--- config.mk ---
export PLATFORM = sky130hd
export DESIGN_NAME = fpcmp_slice_top
export DESIGN_NICKNAME = d
export VERILOG_FILES = /design/src/logic/fpcmp_pkg.sv /design/src/logic/lane_bus_if.sv /design/src/logic/cmp_lane_buffer.sv /design/src/logic/cmp_lane_dispatch.sv /design/src/logic/cmp_result_merge.sv /design/src/logic/fpcmp_slice_top.sv
export SDC_FILE = /design/constraint.sdc
export NUM_CORES = 1
export LEC_CHECK = 0
export BUFFER_PORTS_ARGS = -buffer_cell sky130_fd_sc_hd__buf_4
export CAP_MARGIN = 10
export CORE_MARGIN = 2
export CORE_UTILIZATION = 45
export DETAILED_ROUTE_END_ITERATION = 6
export HOLD_SLACK_MARGIN = 0.1
export PLACE_DENSITY_LB_ADDON = 0.05
export SKIP_CTS_REPAIR_TIMING = 1
export SLEW_MARGIN = 25
export SYNTH_ARGS = -nofsm -noshare
export SYNTH_HDL_FRONTEND = slang
export SYNTH_SLANG_ARGS = --single-unit
--- constraint.sdc ---
create_clock -name clk_i -period 1.5 [get_ports clk_i]
set_clock_uncertainty 0.2 [all_clocks]
set_input_delay 0.45 -clock clk_i [delete_from_list [all_inputs] [get_ports clk_i]]
set_output_delay 0.45 -clock clk_i [all_outputs]
set_load 0.02 [all_outputs]
--- src/logic/fpcmp_pkg.sv ---
// Compare slice package with data, format, operation, status and lane mask types and field widths.
`default_nettype none

package fpcmp_pkg;

  // Datapath width, one FP32 value or two FP16 lanes.
  localparam int unsigned DATA_WIDTH = 32;

  // Number of SIMD lanes in the datapath.
  localparam int unsigned NUM_LANES = 2;

  // FP32 field widths.
  localparam int unsigned FP32_EXP_BITS = 8;
  localparam int unsigned FP32_MAN_BITS = 23;

  // FP16 field widths.
  localparam int unsigned FP16_EXP_BITS = 5;
  localparam int unsigned FP16_MAN_BITS = 10;

  // Width of one FP16 slot, also the lane stride in the data word.
  localparam int unsigned FP16_WIDTH = 1 + FP16_EXP_BITS + FP16_MAN_BITS;

  // Bit position of the invalid flag in the status vector.
  localparam int unsigned STATUS_NV = 4;

  // One packed data word.
  typedef logic [DATA_WIDTH-1:0] data_t;

  // One bit per SIMD lane.
  typedef logic [NUM_LANES-1:0] lane_mask_t;

  // Status flags NV, DZ, OF, UF, NX from top bit down.
  typedef logic [4:0] status_t;

  // Supported FP formats.
  typedef enum logic {
    FP32 = 1'b0,
    FP16 = 1'b1
  } fp_fmt_e;

  // Supported compare operations.
  // EQ is quiet, LT and LE are signaling.
  typedef enum logic [1:0] {
    CMP_EQ = 2'd0,
    CMP_LT = 2'd1,
    CMP_LE = 2'd2
  } cmp_op_e;

endpackage

`default_nettype wire

--- src/logic/lane_bus_if.sv ---
// Lane job interface with source and destination modports.
`default_nettype none

interface lane_bus_if;

  // Handshake pair.
  logic valid;
  logic ready;

  // Format of the job, picks the result packing.
  fpcmp_pkg::fp_fmt_e fmt;

  // Per-lane compare result bits.
  fpcmp_pkg::lane_mask_t lt_bits;

  // Per-lane invalid flags before masking.
  fpcmp_pkg::lane_mask_t nv_bits;

  // Lanes that belong to the request.
  fpcmp_pkg::lane_mask_t active;

  // SIMD mask for the status merge.
  fpcmp_pkg::lane_mask_t mask;

  // Producer side.
  modport src (
    output valid,
    output fmt,
    output lt_bits,
    output nv_bits,
    output active,
    output mask,
    input  ready
  );

  // Consumer side.
  modport dst (
    input  valid,
    input  fmt,
    input  lt_bits,
    input  nv_bits,
    input  active,
    input  mask,
    output ready
  );

endinterface

`default_nettype wire

--- src/logic/cmp_lane_buffer.sv ---
// Circular FIFO of lane jobs with valid/ready on both sides.
`default_nettype none

module cmp_lane_buffer #(
  parameter int unsigned Depth = 2
) (
  input  logic    clk_i,
  input  logic    rst_ni,
  lane_bus_if.dst wr,
  lane_bus_if.src rd
);

  // Pointer and occupancy widths.
  localparam int unsigned PtrW = (Depth > 1) ? $clog2(Depth) : 1;
  localparam int unsigned CntW = $clog2(Depth + 1);

  localparam logic [PtrW-1:0] LastPtr = PtrW'(Depth - 1);
  localparam logic [CntW-1:0] FullCnt = CntW'(Depth);

  // Advance a pointer around the ring.
  function automatic logic [PtrW-1:0] next_ptr(input logic [PtrW-1:0] ptr);
    if (ptr == LastPtr) begin
      return '0;
    end
    return ptr + PtrW'(1);
  endfunction

  // Entry storage.
  fpcmp_pkg::fp_fmt_e    fmt_q    [Depth];
  fpcmp_pkg::lane_mask_t lt_q     [Depth];
  fpcmp_pkg::lane_mask_t nv_q     [Depth];
  fpcmp_pkg::lane_mask_t active_q [Depth];
  fpcmp_pkg::lane_mask_t mask_q   [Depth];

  logic [PtrW-1:0] wr_ptr_q;
  logic [PtrW-1:0] rd_ptr_q;
  logic [CntW-1:0] count_q;
  logic            push;
  logic            pop;

  // Full blocks writes even when a read happens the same cycle.
  assign wr.ready = (count_q != FullCnt);
  assign rd.valid = (count_q != '0);

  assign push = wr.valid & wr.ready;
  assign pop  = rd.valid & rd.ready;

  // Pointers and occupancy.
  always_ff @(posedge clk_i or negedge rst_ni) begin
    if (!rst_ni) begin
      wr_ptr_q <= '0;
      rd_ptr_q <= '0;
      count_q  <= '0;
    end else begin
      if (push) begin
        wr_ptr_q <= next_ptr(wr_ptr_q);
      end
      if (pop) begin
        rd_ptr_q <= next_ptr(rd_ptr_q);
      end
      if (push && !pop) begin
        count_q <= count_q + CntW'(1);
      end else if (pop && !push) begin
        count_q <= count_q - CntW'(1);
      end
    end
  end

  // Write the job at the tail.
  always_ff @(posedge clk_i) begin
    if (push) begin
      fmt_q[wr_ptr_q]    <= wr.fmt;
      lt_q[wr_ptr_q]     <= wr.lt_bits;
      nv_q[wr_ptr_q]     <= wr.nv_bits;
      active_q[wr_ptr_q] <= wr.active;
      mask_q[wr_ptr_q]   <= wr.mask;
    end
  end

  // Head entry is visible the cycle after it was written.
  assign rd.fmt     = fmt_q[rd_ptr_q];
  assign rd.lt_bits = lt_q[rd_ptr_q];
  assign rd.nv_bits = nv_q[rd_ptr_q];
  assign rd.active  = active_q[rd_ptr_q];
  assign rd.mask    = mask_q[rd_ptr_q];

endmodule

`default_nettype wire

--- src/logic/cmp_lane_dispatch.sv ---
// Dispatch stage with lane slicing, NaN classification and per-lane FP compare.
`default_nettype none

module cmp_lane_dispatch (
  input  fpcmp_pkg::data_t      operand_a_i,
  input  fpcmp_pkg::data_t      operand_b_i,
  input  fpcmp_pkg::fp_fmt_e    fmt_i,
  input  fpcmp_pkg::cmp_op_e    op_i,
  input  logic                  vectorial_op_i,
  input  fpcmp_pkg::lane_mask_t simd_mask_i,
  input  logic                  in_valid_i,
  output logic                  in_ready_o,
  lane_bus_if.src               bus
);

  // Sign bit positions, also the magnitude widths.
  localparam int unsigned F32Sign = fpcmp_pkg::FP32_EXP_BITS + fpcmp_pkg::FP32_MAN_BITS;
  localparam int unsigned F16Sign = fpcmp_pkg::FP16_EXP_BITS + fpcmp_pkg::FP16_MAN_BITS;

  // Magnitude is held at FP32 width.
  localparam int unsigned MagBits = F32Sign;

  // Split a right-aligned value into sign, magnitude and NaN class.
  function automatic void unpack_fp(
    input  fpcmp_pkg::data_t   value,
    input  fpcmp_pkg::fp_fmt_e fmt,
    output logic               sign,
    output logic [MagBits-1:0] mag,
    output logic               nan,
    output logic               snan
  );
    logic exp_ones;
    logic man_nz;
    logic quiet;
    if (fmt == fpcmp_pkg::FP32) begin
      sign     = value[F32Sign];
      exp_ones = &value[F32Sign-1 -: fpcmp_pkg::FP32_EXP_BITS];
      man_nz   = |value[fpcmp_pkg::FP32_MAN_BITS-1:0];
      quiet    = value[fpcmp_pkg::FP32_MAN_BITS-1];
      mag      = value[F32Sign-1:0];
    end else begin
      sign     = value[F16Sign];
      exp_ones = &value[F16Sign-1 -: fpcmp_pkg::FP16_EXP_BITS];
      man_nz   = |value[fpcmp_pkg::FP16_MAN_BITS-1:0];
      quiet    = value[fpcmp_pkg::FP16_MAN_BITS-1];
      mag      = {{(MagBits-F16Sign){1'b0}}, value[F16Sign-1:0]};
    end
    // All-ones exponent with a non-zero mantissa is a NaN.
    nan  = exp_ones & man_nz;
    // Signaling NaN has the top mantissa bit clear.
    snan = nan & ~quiet;
  endfunction

  // The upper lane only joins for a vectorial FP16 request.
  logic upper_active;

  assign upper_active = vectorial_op_i & (fmt_i == fpcmp_pkg::FP16);

  for (genvar i = 0; i < int'(fpcmp_pkg::NUM_LANES); i++) begin : g_lane
    fpcmp_pkg::data_t   lane_a;
    fpcmp_pkg::data_t   lane_b;
    logic               sign_a;
    logic               sign_b;
    logic [MagBits-1:0] mag_a;
    logic [MagBits-1:0] mag_b;
    logic               nan_a;
    logic               nan_b;
    logic               snan_a;
    logic               snan_b;
    logic               any_nan;
    logic               both_zero;
    logic               equal;
    logic               less;

    // Lane operands sit one FP16 slot apart.
    assign lane_a = operand_a_i >> (i * fpcmp_pkg::FP16_WIDTH);
    assign lane_b = operand_b_i >> (i * fpcmp_pkg::FP16_WIDTH);

    always_comb begin
      unpack_fp(lane_a, fmt_i, sign_a, mag_a, nan_a, snan_a);
      unpack_fp(lane_b, fmt_i, sign_b, mag_b, nan_b, snan_b);

      any_nan   = nan_a | nan_b;
      // Signed zeros compare equal.
      both_zero = (mag_a == '0) && (mag_b == '0);
      equal     = !any_nan && (({sign_a, mag_a} == {sign_b, mag_b}) || both_zero);

      // Sign-magnitude ordering.
      if (any_nan || both_zero) begin
        less = 1'b0;
      end else if (sign_a != sign_b) begin
        less = sign_a;
      end else if (sign_a) begin
        // Both negative, larger magnitude is smaller.
        less = mag_a > mag_b;
      end else begin
        less = mag_a < mag_b;
      end

      // Result bit and invalid flag per operation.
      case (op_i)
        fpcmp_pkg::CMP_EQ: begin
          bus.lt_bits[i] = equal;
          bus.nv_bits[i] = snan_a | snan_b;
        end
        fpcmp_pkg::CMP_LT: begin
          bus.lt_bits[i] = less;
          bus.nv_bits[i] = any_nan;
        end
        fpcmp_pkg::CMP_LE: begin
          bus.lt_bits[i] = less | equal;
          bus.nv_bits[i] = any_nan;
        end
        default: begin
          bus.lt_bits[i] = 1'b0;
          bus.nv_bits[i] = 1'b0;
        end
      endcase
    end

    // Lane 0 always takes part.
    assign bus.active[i] = (i == 0) ? 1'b1 : upper_active;
  end

  // Job fields straight from the request.
  assign bus.valid = in_valid_i;
  assign bus.fmt   = fmt_i;
  assign bus.mask  = simd_mask_i;

  // Backpressure comes from the buffer.
  assign in_ready_o = bus.ready;

endmodule

`default_nettype wire

--- src/logic/cmp_result_merge.sv ---
// Merge stage packing lane result bits into the output word and ORing masked status flags.
`default_nettype none

module cmp_result_merge (
  lane_bus_if.dst           bus,
  input  logic              out_ready_i,
  output logic              out_valid_o,
  output fpcmp_pkg::data_t  result_o,
  output fpcmp_pkg::status_t status_o
);

  // Result bits of lanes in use.
  fpcmp_pkg::lane_mask_t lane_bits;
  // Flags of lanes in use and enabled by the SIMD mask.
  fpcmp_pkg::lane_mask_t lane_nv;

  assign lane_bits = bus.lt_bits & bus.active;
  assign lane_nv   = bus.nv_bits & bus.active & bus.mask;

  // Compare results are integers, all other bits stay zero.
  always_comb begin
    result_o = '0;
    if (bus.fmt == fpcmp_pkg::FP32) begin
      // Single lane, bit 0 of the word.
      result_o[0] = lane_bits[0];
    end else begin
      // Bottom bit of each FP16 slot.
      for (int i = 0; i < int'(fpcmp_pkg::NUM_LANES); i++) begin
        result_o[i*fpcmp_pkg::FP16_WIDTH] = lane_bits[i];
      end
    end
  end

  // Only NV can be raised by a compare.
  always_comb begin
    status_o = '0;
    status_o[fpcmp_pkg::STATUS_NV] = |lane_nv;
  end

  // Handshake passes straight through.
  assign out_valid_o = bus.valid;
  assign bus.ready   = out_ready_i;

endmodule

`default_nettype wire

--- src/logic/fpcmp_slice_top.sv ---
// Top level of the FP compare slice with dispatch, lane buffer and result merge.
`default_nettype none

module fpcmp_slice_top #(
  parameter int unsigned Depth = 2
) (
  input  logic                  clk_i,
  input  logic                  rst_ni,

  // Request side.
  input  fpcmp_pkg::data_t      operand_a_i,
  input  fpcmp_pkg::data_t      operand_b_i,
  input  fpcmp_pkg::fp_fmt_e    fmt_i,
  input  fpcmp_pkg::cmp_op_e    op_i,
  input  logic                  vectorial_op_i,
  input  fpcmp_pkg::lane_mask_t simd_mask_i,
  input  logic                  in_valid_i,
  output logic                  in_ready_o,

  // Result side.
  output fpcmp_pkg::data_t      result_o,
  output fpcmp_pkg::status_t    status_o,
  output logic                  out_valid_o,
  input  logic                  out_ready_i
);

  // Dispatch to buffer.
  lane_bus_if disp_bus ();
  // Buffer to merge.
  lane_bus_if merge_bus ();

  // Lane compare, combinational.
  cmp_lane_dispatch u_dispatch (
    .operand_a_i    (operand_a_i),
    .operand_b_i    (operand_b_i),
    .fmt_i          (fmt_i),
    .op_i           (op_i),
    .vectorial_op_i (vectorial_op_i),
    .simd_mask_i    (simd_mask_i),
    .in_valid_i     (in_valid_i),
    .in_ready_o     (in_ready_o),
    .bus            (disp_bus.src)
  );

  // The only registered stage.
  cmp_lane_buffer #(
    .Depth (Depth)
  ) u_buffer (
    .clk_i  (clk_i),
    .rst_ni (rst_ni),
    .wr     (disp_bus.dst),
    .rd     (merge_bus.src)
  );

  // Result packing and status merge, combinational.
  cmp_result_merge u_merge (
    .bus         (merge_bus.dst),
    .out_ready_i (out_ready_i),
    .out_valid_o (out_valid_o),
    .result_o    (result_o),
    .status_o    (status_o)
  );

endmodule

`default_nettype wire

# Word-level counts from Yosys, hierarchy flattened

Memory sizes are Yosys's and may differ from the RTL's.
Cells that the tools add are included.
Widths: inputs -> output; s select.

Add/subtract/negate cells: 4
$lt $le $gt $ge: 4
Equality and inequality tests: 7
Muxes and demuxes: 43
Bitwise operators: 24
Reductions and logical operators: 37

Operators with widths:

| cell              | count |
|---|---|
| $logic_not 31->1  | 4 |
| $eq 32x32->1      | 2 |
| $mux 31           | 2 |
| $reduce_or 23->1  | 2 |
| $reduce_or 10->1  | 4 |
| $mux 1            | 33 |
| $mux 16           | 2 |
| $reduce_or 16->1  | 2 |
| $gt 31x31->1      | 1 |
| $lt 31x31->1      | 1 |
| $reduce_and 5->1  | 4 |
| $gt 16x16->1      | 1 |
| $lt 16x16->1      | 1 |
| $reduce_and 8->1  | 2 |
| $and 1x1->1       | 11 |
| $and 2x2->2       | 3 |
| $logic_and 1x1->1 | 6 |
| $or 1x1->1        | 6 |
| $pmux 1 s3        | 2 |
| $logic_not 1->1   | 4 |
| $logic_or 1x1->1  | 4 |
| $mux 2            | 2 |
| $not 1->1         | 4 |
| $pmux 1 s2        | 2 |
| other kinds (10)  | 14 |

Flip-flop bits (word level): 4
Memory bits (writable): 16
Logic and storage cells: 127
Memories: 5

Memories:

| memory            | depth | width | rd ports | clocked after Yosys merged registers in | wr ports | line                  | RTL |
|---|---|---|---|---|---|---|---|
| u_buffer.lt_q     | 2     | 2     | 1        | 0                                       | 1        | cmp_lane_buffer.sv:30 | `fpcmp_pkg::lane_mask_t lt_q [Depth];` |
| u_buffer.mask_q   | 2     | 2     | 1        | 0                                       | 1        | cmp_lane_buffer.sv:33 | `fpcmp_pkg::lane_mask_t mask_q [Depth];` |
| u_buffer.nv_q     | 2     | 2     | 1        | 0                                       | 1        | cmp_lane_buffer.sv:31 | `fpcmp_pkg::lane_mask_t nv_q [Depth];` |
| u_buffer.active_q | 2     | 1     | 1        | 0                                       | 1        | cmp_lane_buffer.sv:32 | `fpcmp_pkg::lane_mask_t active_q [Depth];` |
| u_buffer.fmt_q    | 2     | 1     | 1        | 0                                       | 1        | cmp_lane_buffer.sv:29 | `fpcmp_pkg::fp_fmt_e fmt_q [Depth];` |

# Longest topological paths before layout

Gate-level depths: netlist of run 1.

Word-level depth: 8
Depth in mapped cells: 13

# Modules after synthesis

From an unflattened synthesis of run 1, not the netlist that was laid out.

Cells, all modules: 373
Area, all modules: 3115.5 um^2

By module, submodules not included:

| module            | instances | cells an instance | area each (um^2) | seq. area each (um^2) |
|---|---|---|---|---|
| cmp_lane_dispatch | 1         | 285               | 1954.4           | 0.0 |
| cmp_lane_buffer   | 1         | 46                | 860.8            | 640.6 |
| cmp_result_merge  | 1         | 42                | 300.3            | 0.0 |

# Worst setup path after synthesis of run 1

No wires, ideal clock.

Path kind: input to register
Start point: in fmt_i
End point: mem u_buffer.lt_q[0][0] (netlist name), data pin
Arrival: 2.521 ns
Required time: 1.037 ns
Path slack: -1.484 ns
Cell stages on the path: 12
Cells stage by stage: buf_6 clkbuf_1 clkbuf_1 nor2b_1 ha_1 nand4_1 nor2_1 a221oi_1 o211ai_1 nand2b_1 a211oi_1 nor3_1

Cells in the longest elaborated chain, start to end: 7
Elaborated cells between the ends (all ways): 27
Those cells by class: 2 x order compare; 2 x eq/ne; 12 x mux; 4 x bitwise; 7 x reduce/logical

RTL lines:

| what                                        | line                                             | RTL |
|---|---|---|
| start, declared                             | fpcmp_slice_top.sv:13                            | `input fpcmp_pkg::fp_fmt_e fmt_i,` |
| $mux 31 or $mux 1 (tied branches)           | cmp_lane_dispatch.sv:35                          | `if (fmt == fpcmp_pkg::FP32) begin` |
| $lt 31x31->1 (tied with other cells)        | cmp_lane_dispatch.sv:97                          | `less = mag_a < mag_b;` |
| $mux 1 (tied with other cells)              | cmp_lane_dispatch.sv:93                          | `end else if (sign_a) begin` |
| $mux 1 (tied with other cells)              | cmp_lane_dispatch.sv:91                          | `end else if (sign_a != sign_b) begin` |
| $mux 1 or $logic_and 1x1->1 (tied branches) | cmp_lane_dispatch.sv:89, cmp_lane_dispatch.sv:86 |  |
| $or 1x1->1                                  | cmp_lane_dispatch.sv:111                         | `bus.lt_bits[i] = less \| equal;` |
| $pmux 1 s3 (*)                              | cmp_lane_dispatch.sv:101                         | `case (op_i)` |
| named net disp_bus.lt_bits[0]               | lane_bus_if.sv:14                                | `fpcmp_pkg::lane_mask_t lt_bits;` |
| end, declared                               | cmp_lane_buffer.sv:30                            |  |

Mark *: on every way through the listed nets, which the timed path passes. The rest lies on a longest branch.

# Worst setup path after layout of run 1

Same ends and word-level chain as after synthesis.

==> impl_results.md, run 1 <==
- Initial Utilization: 0.459
- Hold WS: roughly 0.17 ns
- Critical-path cell list: buf_12 > buf_8 > buf_6 > nor2b_4 > ha_4 > nand4_1 > nor4_2 > nand3_1 > o31ai_2 > a31oi_1 > nor3_2
- H-tree level count: 1
- Final Cycle Share: 1.67
- Die H: 84.0 um
- Required time worst endpoint: between 1 and 1.5 ns
- CP peak stage delay: 0.36 ns
- Number of synthesized flops with an enable pin: 16
- Core area: 6280 um^2
- Die X: about 84 um
- Routed wire length: 9150 um
- Clock Latency Late Sink: between 0.2 and 0.3 ns
- Buffers on Ports: between 70 and 80
- Final setup viols: 22
- Root buf cell: clkbuf_8
- Final setup margin: -1.00 ns
- Number of synthesized register bits: 20
- Status: finished with violations
- Main synth FF type: edfxtp_1
- First-pass GRT wire length: ~14000 um
- Distinct cell type count after synthesis: 54
- Share of cells above drive strength 1: 0.444
- Synthesized area: roughly 2900 um^2
- Post-synth top cells: 52 x ha_1, 38 x nand2_1, 35 x inv_1
- Synth top area cells: ha_1 23%, edfxtp_1 17%, buf_4 8.9%
- Multi-input gate area: 2380 um^2
- Post-synthesis async set-or-reset flop share: 0.200
- Hold WC Path Type: input pin to flip-flop
- Initial antenna violation count: 0
- Failing checks: setup timing
- Critical path startpoint category: input pin
- RSZ-0062 raised after global routing: true
- Post-Route Utilization: 0.746
- Max Slew Vio Count: 0
- Synth area leader: ha_1
- Post-DRT Antenna Nets: 0
- Slowest cell on the critical path: nor4_2
- Avg WL per Cell: about 15 um
- Dpl cells: 593
- Largest net degree at the start of global routing: 17
- Congestion Overflow GR: 0
- VDD IR max: around 0.00093 V
- PwrDens: roughly 710 nW/um^2
- ANT cells: 0
- Minimum clock period: around 2.5 ns
- Fill count: 514
- Area growth from synthesis to layout: 62.7%
- CP Class: input pin to flip-flop
- FP Rows: 29
- Routability cong.: around 0.92
- DRC viols: 0
- Arrival time worst endpoint: ~2.4 ns
- Static Leakage: 2.23 nW
- Max Cap Viol: 0
- Io pins: around 110
- DIE AREA: slightly above 7000 um^2
- Vias: between 3k and 4k
- CTS sink cnt: 20
- Reg clk slew, reported paths: ~0.080 ns
- All-Layer GR Usage: 0.242
- Cells after Synth: 360
- Count leader, synth: ha_1
- Number of global-route vias before repair: 3070
- CTS tree: done
- Avg Synthesized Cell Area: around 8.0 um^2
- Crit-path leading delay family: simple AND/OR/NAND/NOR gates
- HPWL after detailed placement: between 7000 and 8000 um
- Fin. Hold Viols: 0
- CP bufs+invs: 3
- Yosys synthesis warning count: 0
- Endpoint class of the critical path: flip-flop
- Maximum root-to-sink buffer count: 2
- CTS buffer count: 3
- Seq. cell area: ~600 um^2
- Nets@finish: roughly 660
- Iter 0 DRT Violations: about 100
- Seq/Total Area, Yosys: 0.202
- Drt pass-1 iters: 5
- Max FO, Critical Path: 6
- Yosys top cell area share: 0.226
- Final cell count without fillers: between 600 and 700
- Fmax: 399 MHz
- Via/cell ratio: about 5.2
## power breakdown
part	internal, W	switching, W	leakage (nW)
logic	0.00100	0.000916	2.00
clock network	0.000356	0.000182	0.0357
registers	0.000787	0.0000990	0.196
## layout make-up
| class | instances | area share |
|---|---|---|
| inverters | 35 | 0.0296 |
| repair buffers | 176 | 0.302 |
| flip-flops and latches | 20 | 0.124 |
| clock buffers | 3 | 0.00881 |
| well taps | 77 | 0.0206 |
| multi-input cells | 299 | 0.508 |
| clock inverters | 1 | 0.00641 |
## metrics by stage
stage | setup TNS [ns] | power, W | cell area (um^2) | worst slack, ns
floorplan | -4.99 | 0.00181 | 3160 | -1.20
global placement | -8.12 | 0.00247 | 4170 | -1.27
detailed placement | -8.84 | 0.00253 | 4170 | -1.45
CTS | -8.00 | 0.00307 | 4240 | -1.18
global route | -8.38 | 0.00356 | 4680 | -1.03
finish | -7.15 | 0.00335 | 4680 | -1.00
## worst paths after layout
check	startpoint	endpoint	slack, ns	cells after the start
worst max-delay path	fmt_i	u_buffer.lt_q[0][0]$_DFFE_PP_	-1.00	11
worst max register to register	u_buffer.count_q[1]$_DFFE_PN0P_	u_buffer.count_q[1]$_DFFE_PN0P_	-0.10	6
worst min-delay path	simd_mask_i[1]	u_buffer.mask_q[1][1]$_DFFE_PP_	0.17	1
max in group asynchronous	rst_ni	u_buffer.count_q[1]$_DFFE_PN0P_	0.67	2
worst min register to register	u_buffer.wr_ptr_q$_DFFE_PN0P_	u_buffer.wr_ptr_q$_DFFE_PN0P_	0.35	1
min in group asynchronous	rst_ni	u_buffer.rd_ptr_q$_DFFE_PN0P_	0.31	2
## registers in the layout, summed over array words and instances, names as in the netlist
register / count
u_buffer.active_q: 2
u_buffer.count_q: 2
u_buffer.fmt_q: 2
u_buffer.lt_q: 4
u_buffer.mask_q: 4
u_buffer.nv_q: 4
u_buffer.rd_ptr_q: 1
u_buffer.wr_ptr_q: 1
## layer usage
layer | GRT usage | wire, um | vias to the layer above | share of wire
met5 | 0 | 0 | - | 0
met3 | 0.0208 | 356 | 6 | 0.039
met2 | 0.449 | 4760 | 86 | 0.52
met1 | 0.312 | 3990 | 1500 | 0.44
met4 | 0.0308 | 44 | 0 | 0.0048
li1 | - | - | 1594 | -
## cells in the final DEF (no fill, tap or decap), types with 12 or more instances in the layout
cell type,Yosys,routed
a21oi_1,21,19
buf_4,34,156
buf_6,1,16
conb_1,1,34
edfxtp_1,16,16
ha_1,52,47
inv_1,35,32
nand2_1,38,32
nand4_1,17,17
nor2_1,17,14
nor2b_1,17,12
## kinds of logic after synthesis
kind of cell | synth area share
xor gates and xnor gates | 0.0213
DFF | 0.202
other | 0.00130
and+or+nand+nor | 0.267
muxes | 0.00739
AOI/OAI and AO/OA | 0.131
adders and majority gates | 0.226
buffers and inverters | 0.144
## worst register-to-register path: stages (launching register included)
cell	delay (ns)
dfrtp_2	0.42
or2_4	0.28
nand2_4	0.08
ha_4	0.14
xor2_2	0.14
nor2_2	0.07
xor2_1	0.17
Power figures use the tool's default switching activity.
==> inputs of run 2 (changes only) <==
--- a/config.mk
+++ b/config.mk
@@ -7,7 +7,6 @@
 export LEC_CHECK = 0
 export BUFFER_PORTS_ARGS = -buffer_cell sky130_fd_sc_hd__buf_4
 export CAP_MARGIN = 10
-export CORE_MARGIN = 2
 export CORE_UTILIZATION = 45
 export DETAILED_ROUTE_END_ITERATION = 6
 export HOLD_SLACK_MARGIN = 0.1
==> impl_results.md, run 2 (synthesized netlist as in run 1, its figures left out) <==
- Status: finished with violations
- Failing checks: setup timing
- Worst setup startpoint: fmt_i
- Share of cells above drive strength 1: 0.468 (+0.0243)
- Io pins: 113 (unchanged)
- Avg WL per Cell: 16.3 um (+8.5%)
- Die X: 82.0 um (-2.4%)
- Fin. Hold Viols: 0 (unchanged)
- Vias: 3313 (+4.0%)
- DP Area: 4130 um^2 (-0.78%)
- ANT cells: 0 (unchanged)
- Max FO, Critical Path: 6 (unchanged)
- Routability cong.: 0.920 (+0.39%)
- Hold WC Path Type: input pin to flip-flop
- Nets@finish: 661 (unchanged)
- Iter 0 DRT Violations: 301 (+200%)
- Maximum root-to-sink buffer count: 2 (unchanged)
- Area growth from synthesis to layout: 67.2%
- Endpoint class of the critical path: flip-flop
- Static Leakage: 2.29 nW (+2.5%)
- Most common cell after layout, fill and taps aside: buf_4
- RSZ-0062 raised after global routing: true
- All-Layer GR Usage: 0.251 (+0.00929)
- Largest net degree at the start of global routing: 14 (-3)
- Most frequent cells in the layout: 154 x buf_4, 44 x ha_1, 34 x conb_1, 33 x inv_1, 28 x nand2_1
- Initial Utilization: 0.475 (+0.0164)
- Congestion Overflow GR: 0 (unchanged)
- Worst r2r src: u_buffer.count_q[1]$_DFFE_PN0P_
- Final setup margin: -1.06 ns (-0.0536 ns)
- Final setup viols: 15 (-32%)
- Slowest cell on the critical path: nor4_4
- HP Start: simd_mask_i[0]
- Power Total: 0.00325 W (-2.8%)
- Reg clk slew, reported paths: 0.07 ns (about the same)
- VDD IR max: 0.00137 V (+48%)
- DRC viols: 0 (unchanged)
- Dpl ws: -1.32 ns (+0.133 ns)
- Non-Filler Cell Area, Final: 4810 um^2 (+2.8%)
- Post-Route Utilization: 0.794 (+0.0479)
- Fmax: 391 MHz (-2.1%)
- HPWL after detailed placement: 7430 um (-3.8%)
- H-tree level count: 1 (unchanged)
- Max Cap Viol: 0 (unchanged)
- Fill count: 432 (-16%)
- Minimum clock period: 2.56 ns (+0.0536 ns)
- Max Slew Vio Count: 0 (unchanged)
- Number of global-route vias before repair: 2976 (-3.1%)
- Die H: 82.0 um (-2.4%)
- Routed wire length: 9900 um (+8.2%)
- Required time worst endpoint: 1.31 ns (-0.08 ns)
- Critical path startpoint category: input pin
- Largest registers: u_buffer.lt_q (4), u_buffer.mask_q (4), u_buffer.nv_q (4)
- First-pass GRT wire length: 13200 um (-6.9%)
- CP Class: input pin to flip-flop
- PwrDens: 676 nW/um^2 (-5.4%)
- Root buf cell: clkbuf_8
- Most frequent CP cell: buf_4
- Drt pass-1 iters: 5 (unchanged)
- CP peak stage delay: 0.30 ns (-0.06 ns)
- Initial antenna violation count: 0 (unchanged)
- CTS tree: done
- Arrival time worst endpoint: 2.37 ns (-0.03 ns)
- DIE AREA: 6720 um^2 (-4.7%)
- Critical-path cell list: buf_16 > clkinv_8 > buf_8 > nand2_4 > ha_4 > nand4_1 > buf_4 > nor4_4 > buf_4 > nand3b_1 > a31oi_1 > nor3_2
- Clock Latency Late Sink: 0.25 ns (about the same)
- Final Cycle Share: 1.70 (+0.0357)
- Via/cell ratio: 5.44 (+4.3%)
- Post-DRT Antenna Nets: 0 (unchanged)
- FP Rows: 28 (-3.4%)
- Core area: 6060 um^2 (-3.4%)
- CTS buffer count: 3 (unchanged)
- CTS sink cnt: 20 (unchanged)
- Buffers on Ports: 78 (unchanged)
[run 2: power by group]
part / switching [W] / internal (W)
sequential: 0.000118 / 0.000786
combinational: 0.000962 / 0.00103
clock: 0.000170 / 0.000189
[run 2: final timing paths]
check	slack, ns	depth (start not counted)	endpoint
worst max-delay path	-1.06	12	u_buffer.lt_q[1][0]$_DFFE_PP_
max in group asynchronous	0.66	2	u_buffer.rd_ptr_q$_DFFE_PN0P_
worst min register to register	0.36	1	u_buffer.wr_ptr_q$_DFFE_PN0P_
min in group asynchronous	0.33	2	u_buffer.wr_ptr_q$_DFFE_PN0P_
worst min-delay path	0.18	1	u_buffer.mask_q[1][0]$_DFFE_PP_
worst max register to register	-0.17	7	u_buffer.count_q[1]$_DFFE_PN0P_
[run 2: layout make-up]
| class | count | area [um^2] | area share |
|---|---|---|---|
| Sequential cell | 20 | 582 | 0.121 |
| Multi-Input combinational cell | 299 | 2480 | 0.515 |
| Tap cell | 75 | 93.8 | 0.0195 |
| Timing Repair Buffer | 175 | 1460 | 0.303 |
| Timing Repair inverter | 1 | 8.76 | 0.00182 |
| Inverter | 35 | 144 | 0.0299 |
| Clock buffer | 4 | 45.0 | 0.00936 |
[run 2: stage by stage]
| step | cells | setup TNS, ns | hold WS, ns |
|---|---|---|---|
| floorplan | 393 | -4.99 | -0.0456 |
| global placement | 587 | -7.91 | 0.0493 |
| detailed placement | 587 | -8.26 | 0.0498 |
| CTS | 591 | -7.43 | -0.228 |
| global route | 609 | -8.31 | 0.176 |
| finish | 609 | -7.28 | 0.178 |
[run 2: per-layer routing]
layer | up-vias | part of all wire | track usage
met5 | - | 0 | 0
met4 | 0 | 0.0075 | 0.0509
met3 | 8 | 0.052 | 0.0133
met2 | 145 | 0.51 | 0.457
met1 | 1564 | 0.43 | 0.324
li1 | 1596 | - | -
[run 2: worst max-delay path, delay by kind of cell]
family | cells | cell delay (ns)
AOI/OAI and AO/OA | 1 | 0.19
adders and majority gates | 1 | 0.26
buffers and inverters | 5 | 0.71
and+or+nand+nor | 5 | 0.74
==> inputs of run 3 (changes only) <==
--- a/config.mk
+++ b/config.mk
@@ -5,9 +5,8 @@
 export SDC_FILE = /design/constraint.sdc
 export NUM_CORES = 1
 export LEC_CHECK = 0
-export BUFFER_PORTS_ARGS = -buffer_cell sky130_fd_sc_hd__buf_4
-export CAP_MARGIN = 10
-export CORE_UTILIZATION = 45
+export BUFFER_PORTS_ARGS = -buffer_cell sky130_fd_sc_hd__buf_2
+export CORE_UTILIZATION = 46
 export DETAILED_ROUTE_END_ITERATION = 6
 export HOLD_SLACK_MARGIN = 0.1
 export PLACE_DENSITY_LB_ADDON = 0.05
@@ -15,4 +14,5 @@
 export SLEW_MARGIN = 25
 export SYNTH_ARGS = -nofsm -noshare
 export SYNTH_HDL_FRONTEND = slang
+export SYNTH_HIERARCHICAL = 1
 export SYNTH_SLANG_ARGS = --single-unit
==> impl_results.md, run 3 <==
- Cells after Synth: 373 (+3.6%)
- Area growth from synthesis to layout: 54.3%
- Post-Route Utilization: 0.744 (-0.0497)
- Max FO, Critical Path: 8 (+2)
- Number of synthesized register bits: 22 (+10%)
- Distinct cell type count after synthesis: 57 (+5.6%)
- Vias: 3131 (-5.5%)
- VDD IR max: 0.000653 V (-52%)
- Final setup viols: 23 (+8)
- Avg WL per Cell: 13.5 um (-17%)
- Most frequent cells in the layout: 94 x buf_4, 69 x buf_2, 45 x ha_1, 35 x conb_1, 32 x inv_1
- Avg Synthesized Cell Area: 8.35 um^2 (+4.4%)
- Fin. Hold Viols: 0 (unchanged)
- Core area: 6460 um^2 (+6.6%)
- Seq pwr share: 0.261 (-0.017)
- Initial antenna violation count: 0 (unchanged)
- Drt pass-1 iters: 7 (+2)
- All-Layer GR Usage: 0.227 (-0.0241)
- Sw frac: 0.358 (-0.0266)
- Arrival time worst endpoint: 2.50 ns (+0.13 ns)
- Final setup margin: -1.08 ns (-0.0220 ns)
- Largest net degree at the start of global routing: 17 (+3)
- HPWL after detailed placement: 6890 um (-7.3%)
- Iter 0 DRT Violations: 119 (-60%)
- Io pins: 113 (unchanged)
- Main synth FF type: edfxtp_1
- Hold WC Path Type: input pin to flip-flop
- CTS sink cnt: 22 (+10%)
- Most common cell after layout, fill and taps aside: buf_4
- Nets@finish: 677 (+2.4%)
- Max Cap Viol: 0 (unchanged)
- Dpl ws: -1.54 ns (-0.226 ns)
- First-pass GRT wire length: 13300 um (+0.99%)
- Die H: 84.3 um (+2.8%)
- Required time worst endpoint: 1.42 ns (+0.11 ns)
- Yosys synthesis warning count: 6 (+6)
- ANT cells: 0 (unchanged)
- Routed wire length: 8470 um (-14%)
- Final Cycle Share: 1.72 (+0.0146)
- Number of synthesized flops with an enable pin: 18 (+2)
- Failing checks: DRC, setup timing
- Buffers on Ports: 78 (unchanged)
- Post-DRT Antenna Nets: 0 (unchanged)
- Non-Filler Cell Area, Final: 4810 um^2 (-0.10%)
- Status: finished with violations
- PwrDens: 766 nW/um^2 (+13%)
- Congestion Overflow GR: 0 (unchanged)
- Gate power share: 0.628 (+0.016)
- Seq/Total Area, Yosys: 0.206 (+0.00397)
- Clock Latency Late Sink: 0.25 ns (about the same)
- Root buf cell: clkbuf_8
- Count leader, synth: ha_1
- Endpoint class of the critical path: flip-flop
- DRC viols: 7 (+7)
- DIE AREA: 7110 um^2 (+5.7%)
- Fill count: 489 (+13%)
- Share of cells above drive strength 1: 0.475 (+0.00638)
- CTS tree: done
- Net Sw Power: 0.00132 W (+5.4%)
- Number of global-route vias before repair: 3090 (+3.8%)
- Hold WS: 0.180 ns (+0.00161 ns)
- Synth top area cells: ha_1 21%, edfxtp_1 17%, buf_4 11%
- Via/cell ratio: 4.99 (-8.2%)
- Post-synth top cells: 52 x ha_1, 44 x buf_4, 37 x nand2_1
- H-tree level count: 1 (unchanged)
- Multi-input gate area: 2480 um^2 (about the same)
- Internal power: 0.00237 W (+18%)
- Post-synthesis async set-or-reset flop share: 0.182 (-0.0182)
- FP Rows: 29 (+3.6%)
- Max Slew Vio Count: 0 (unchanged)
- CP Class: input pin to flip-flop
- Initial Utilization: 0.482 (+0.00735)
- Fmax: 388 MHz (-0.85%)
- DP Area: 4320 um^2 (+4.4%)
- RSZ-0062 raised after global routing: true
- Synthesized area: 3120 um^2 (+8.2%)
- Routability cong.: 0.887 (-3.5%)
- Seq. cell area: 642 um^2 (+10%)
- CTS buffer count: 3 (unchanged)
- Maximum root-to-sink buffer count: 2 (unchanged)
- Synth area leader: ha_1
- Critical path startpoint category: input pin
- Reg clk slew, reported paths: 0.07 ns (about the same)
- Minimum clock period: 2.58 ns (+0.0220 ns)
- Yosys top cell area share: 0.209 (-0.0172)
- Setup tns final: -8.56 ns (-1.28 ns)
- Static Leakage: 2.40 nW (+4.6%)
- Die X: 84.3 um (+2.8%)
- Clock power share: 0.111 (about the same)
-- run 3: cells by family after synthesis --
| kind of cell | after synthesis | synth area share |
|---|---|---|
| buffers and inverters | 86 | 0.157 |
| adder cells (fa/ha/maj) | 52 | 0.209 |
| AND/OR/NAND/NOR | 139 | 0.252 |
| AO/OA/AOI/OAI | 57 | 0.125 |
| multiplexers | 9 | 0.0325 |
| other | 2 | 0.00241 |
| flip-flops | 22 | 0.206 |
| XOR/XNOR | 6 | 0.0169 |
-- run 3: area by class of cell --
cell class | instances | area share
flip-flops and latches | 22 | 0.133
repair inverters | 1 | 0.00182
inverters | 37 | 0.0315
repair buffers | 188 | 0.286
clock buffers | 4 | 0.0114
well taps | 77 | 0.0200
multi-input cells | 298 | 0.516
-- run 3: power by group through the flow --
stage / logic [W] / registers [W] / clock network [W]
after detailed placement: 0.00187 / 0.000956 / 0
after global routing: 0.00248 / 0.000976 / 0.000446
after floorplan: 0.00128 / 0.000936 / 0
final: 0.00231 / 0.000962 / 0.000408
after CTS: 0.00188 / 0.000945 / 0.000415
after global placement: 0.00183 / 0.000947 / 0
-- run 3: final timing paths --
path	to	slack, ns	startpoint	depth (start not counted)
setup / recovery	u_buffer/lt_q[0][0]$_DFFE_PP_	-1.08	fmt_i	11
hold / removal	u_buffer/mask_q[1][0]$_DFFE_PP_	0.18	simd_mask_i[0]	1
setup reg to reg	u_buffer/count_q[1]$_DFFE_PN0P_	-0.13	u_buffer/count_q[1]$_DFFE_PN0P_	8
hold reg to reg	u_buffer/wr_ptr_q$_DFFE_PN0P_	0.38	u_buffer/wr_ptr_q$_DFFE_PN0P_	1
max in group asynchronous	u_buffer/rd_ptr_q$_DFFE_PN0P_	0.64	rst_ni	2
min in group asynchronous	u_buffer/rd_ptr_q$_DFFE_PN0P_	0.32	rst_ni	2
-- run 3: critical path: stages --
cell	delay, ns
buf_12	0.12
buf_8	0.11
nor2b_4	0.04
ha_1	0.27
nand4_1	0.13
nor4_2	0.30
nor3b_2	0.27
nor4b_4	0.25
nand2_1	0.10
a2111oi_2	0.29
a41o_1	0.16
-- run 3: metal layers --
metal	wire length, um	vias up	GRT usage
li1	-	1607	-
met1	3870	1404	0.291
met2	4000	99	0.405
met3	381	21	0.0187
met4	215	0	0.0721
met5	0	-	0
-- run 3: per-stage QoR --
stage / std cells / power [W]
2_1_floorplan: 406 / 0.00221
4_1_cts: 617 / 0.00324
5_1_grt: 627 / 0.00390
6_report: 627 / 0.00368
3_3_place_gp: 613 / 0.00278
3_5_place_dp: 613 / 0.00282
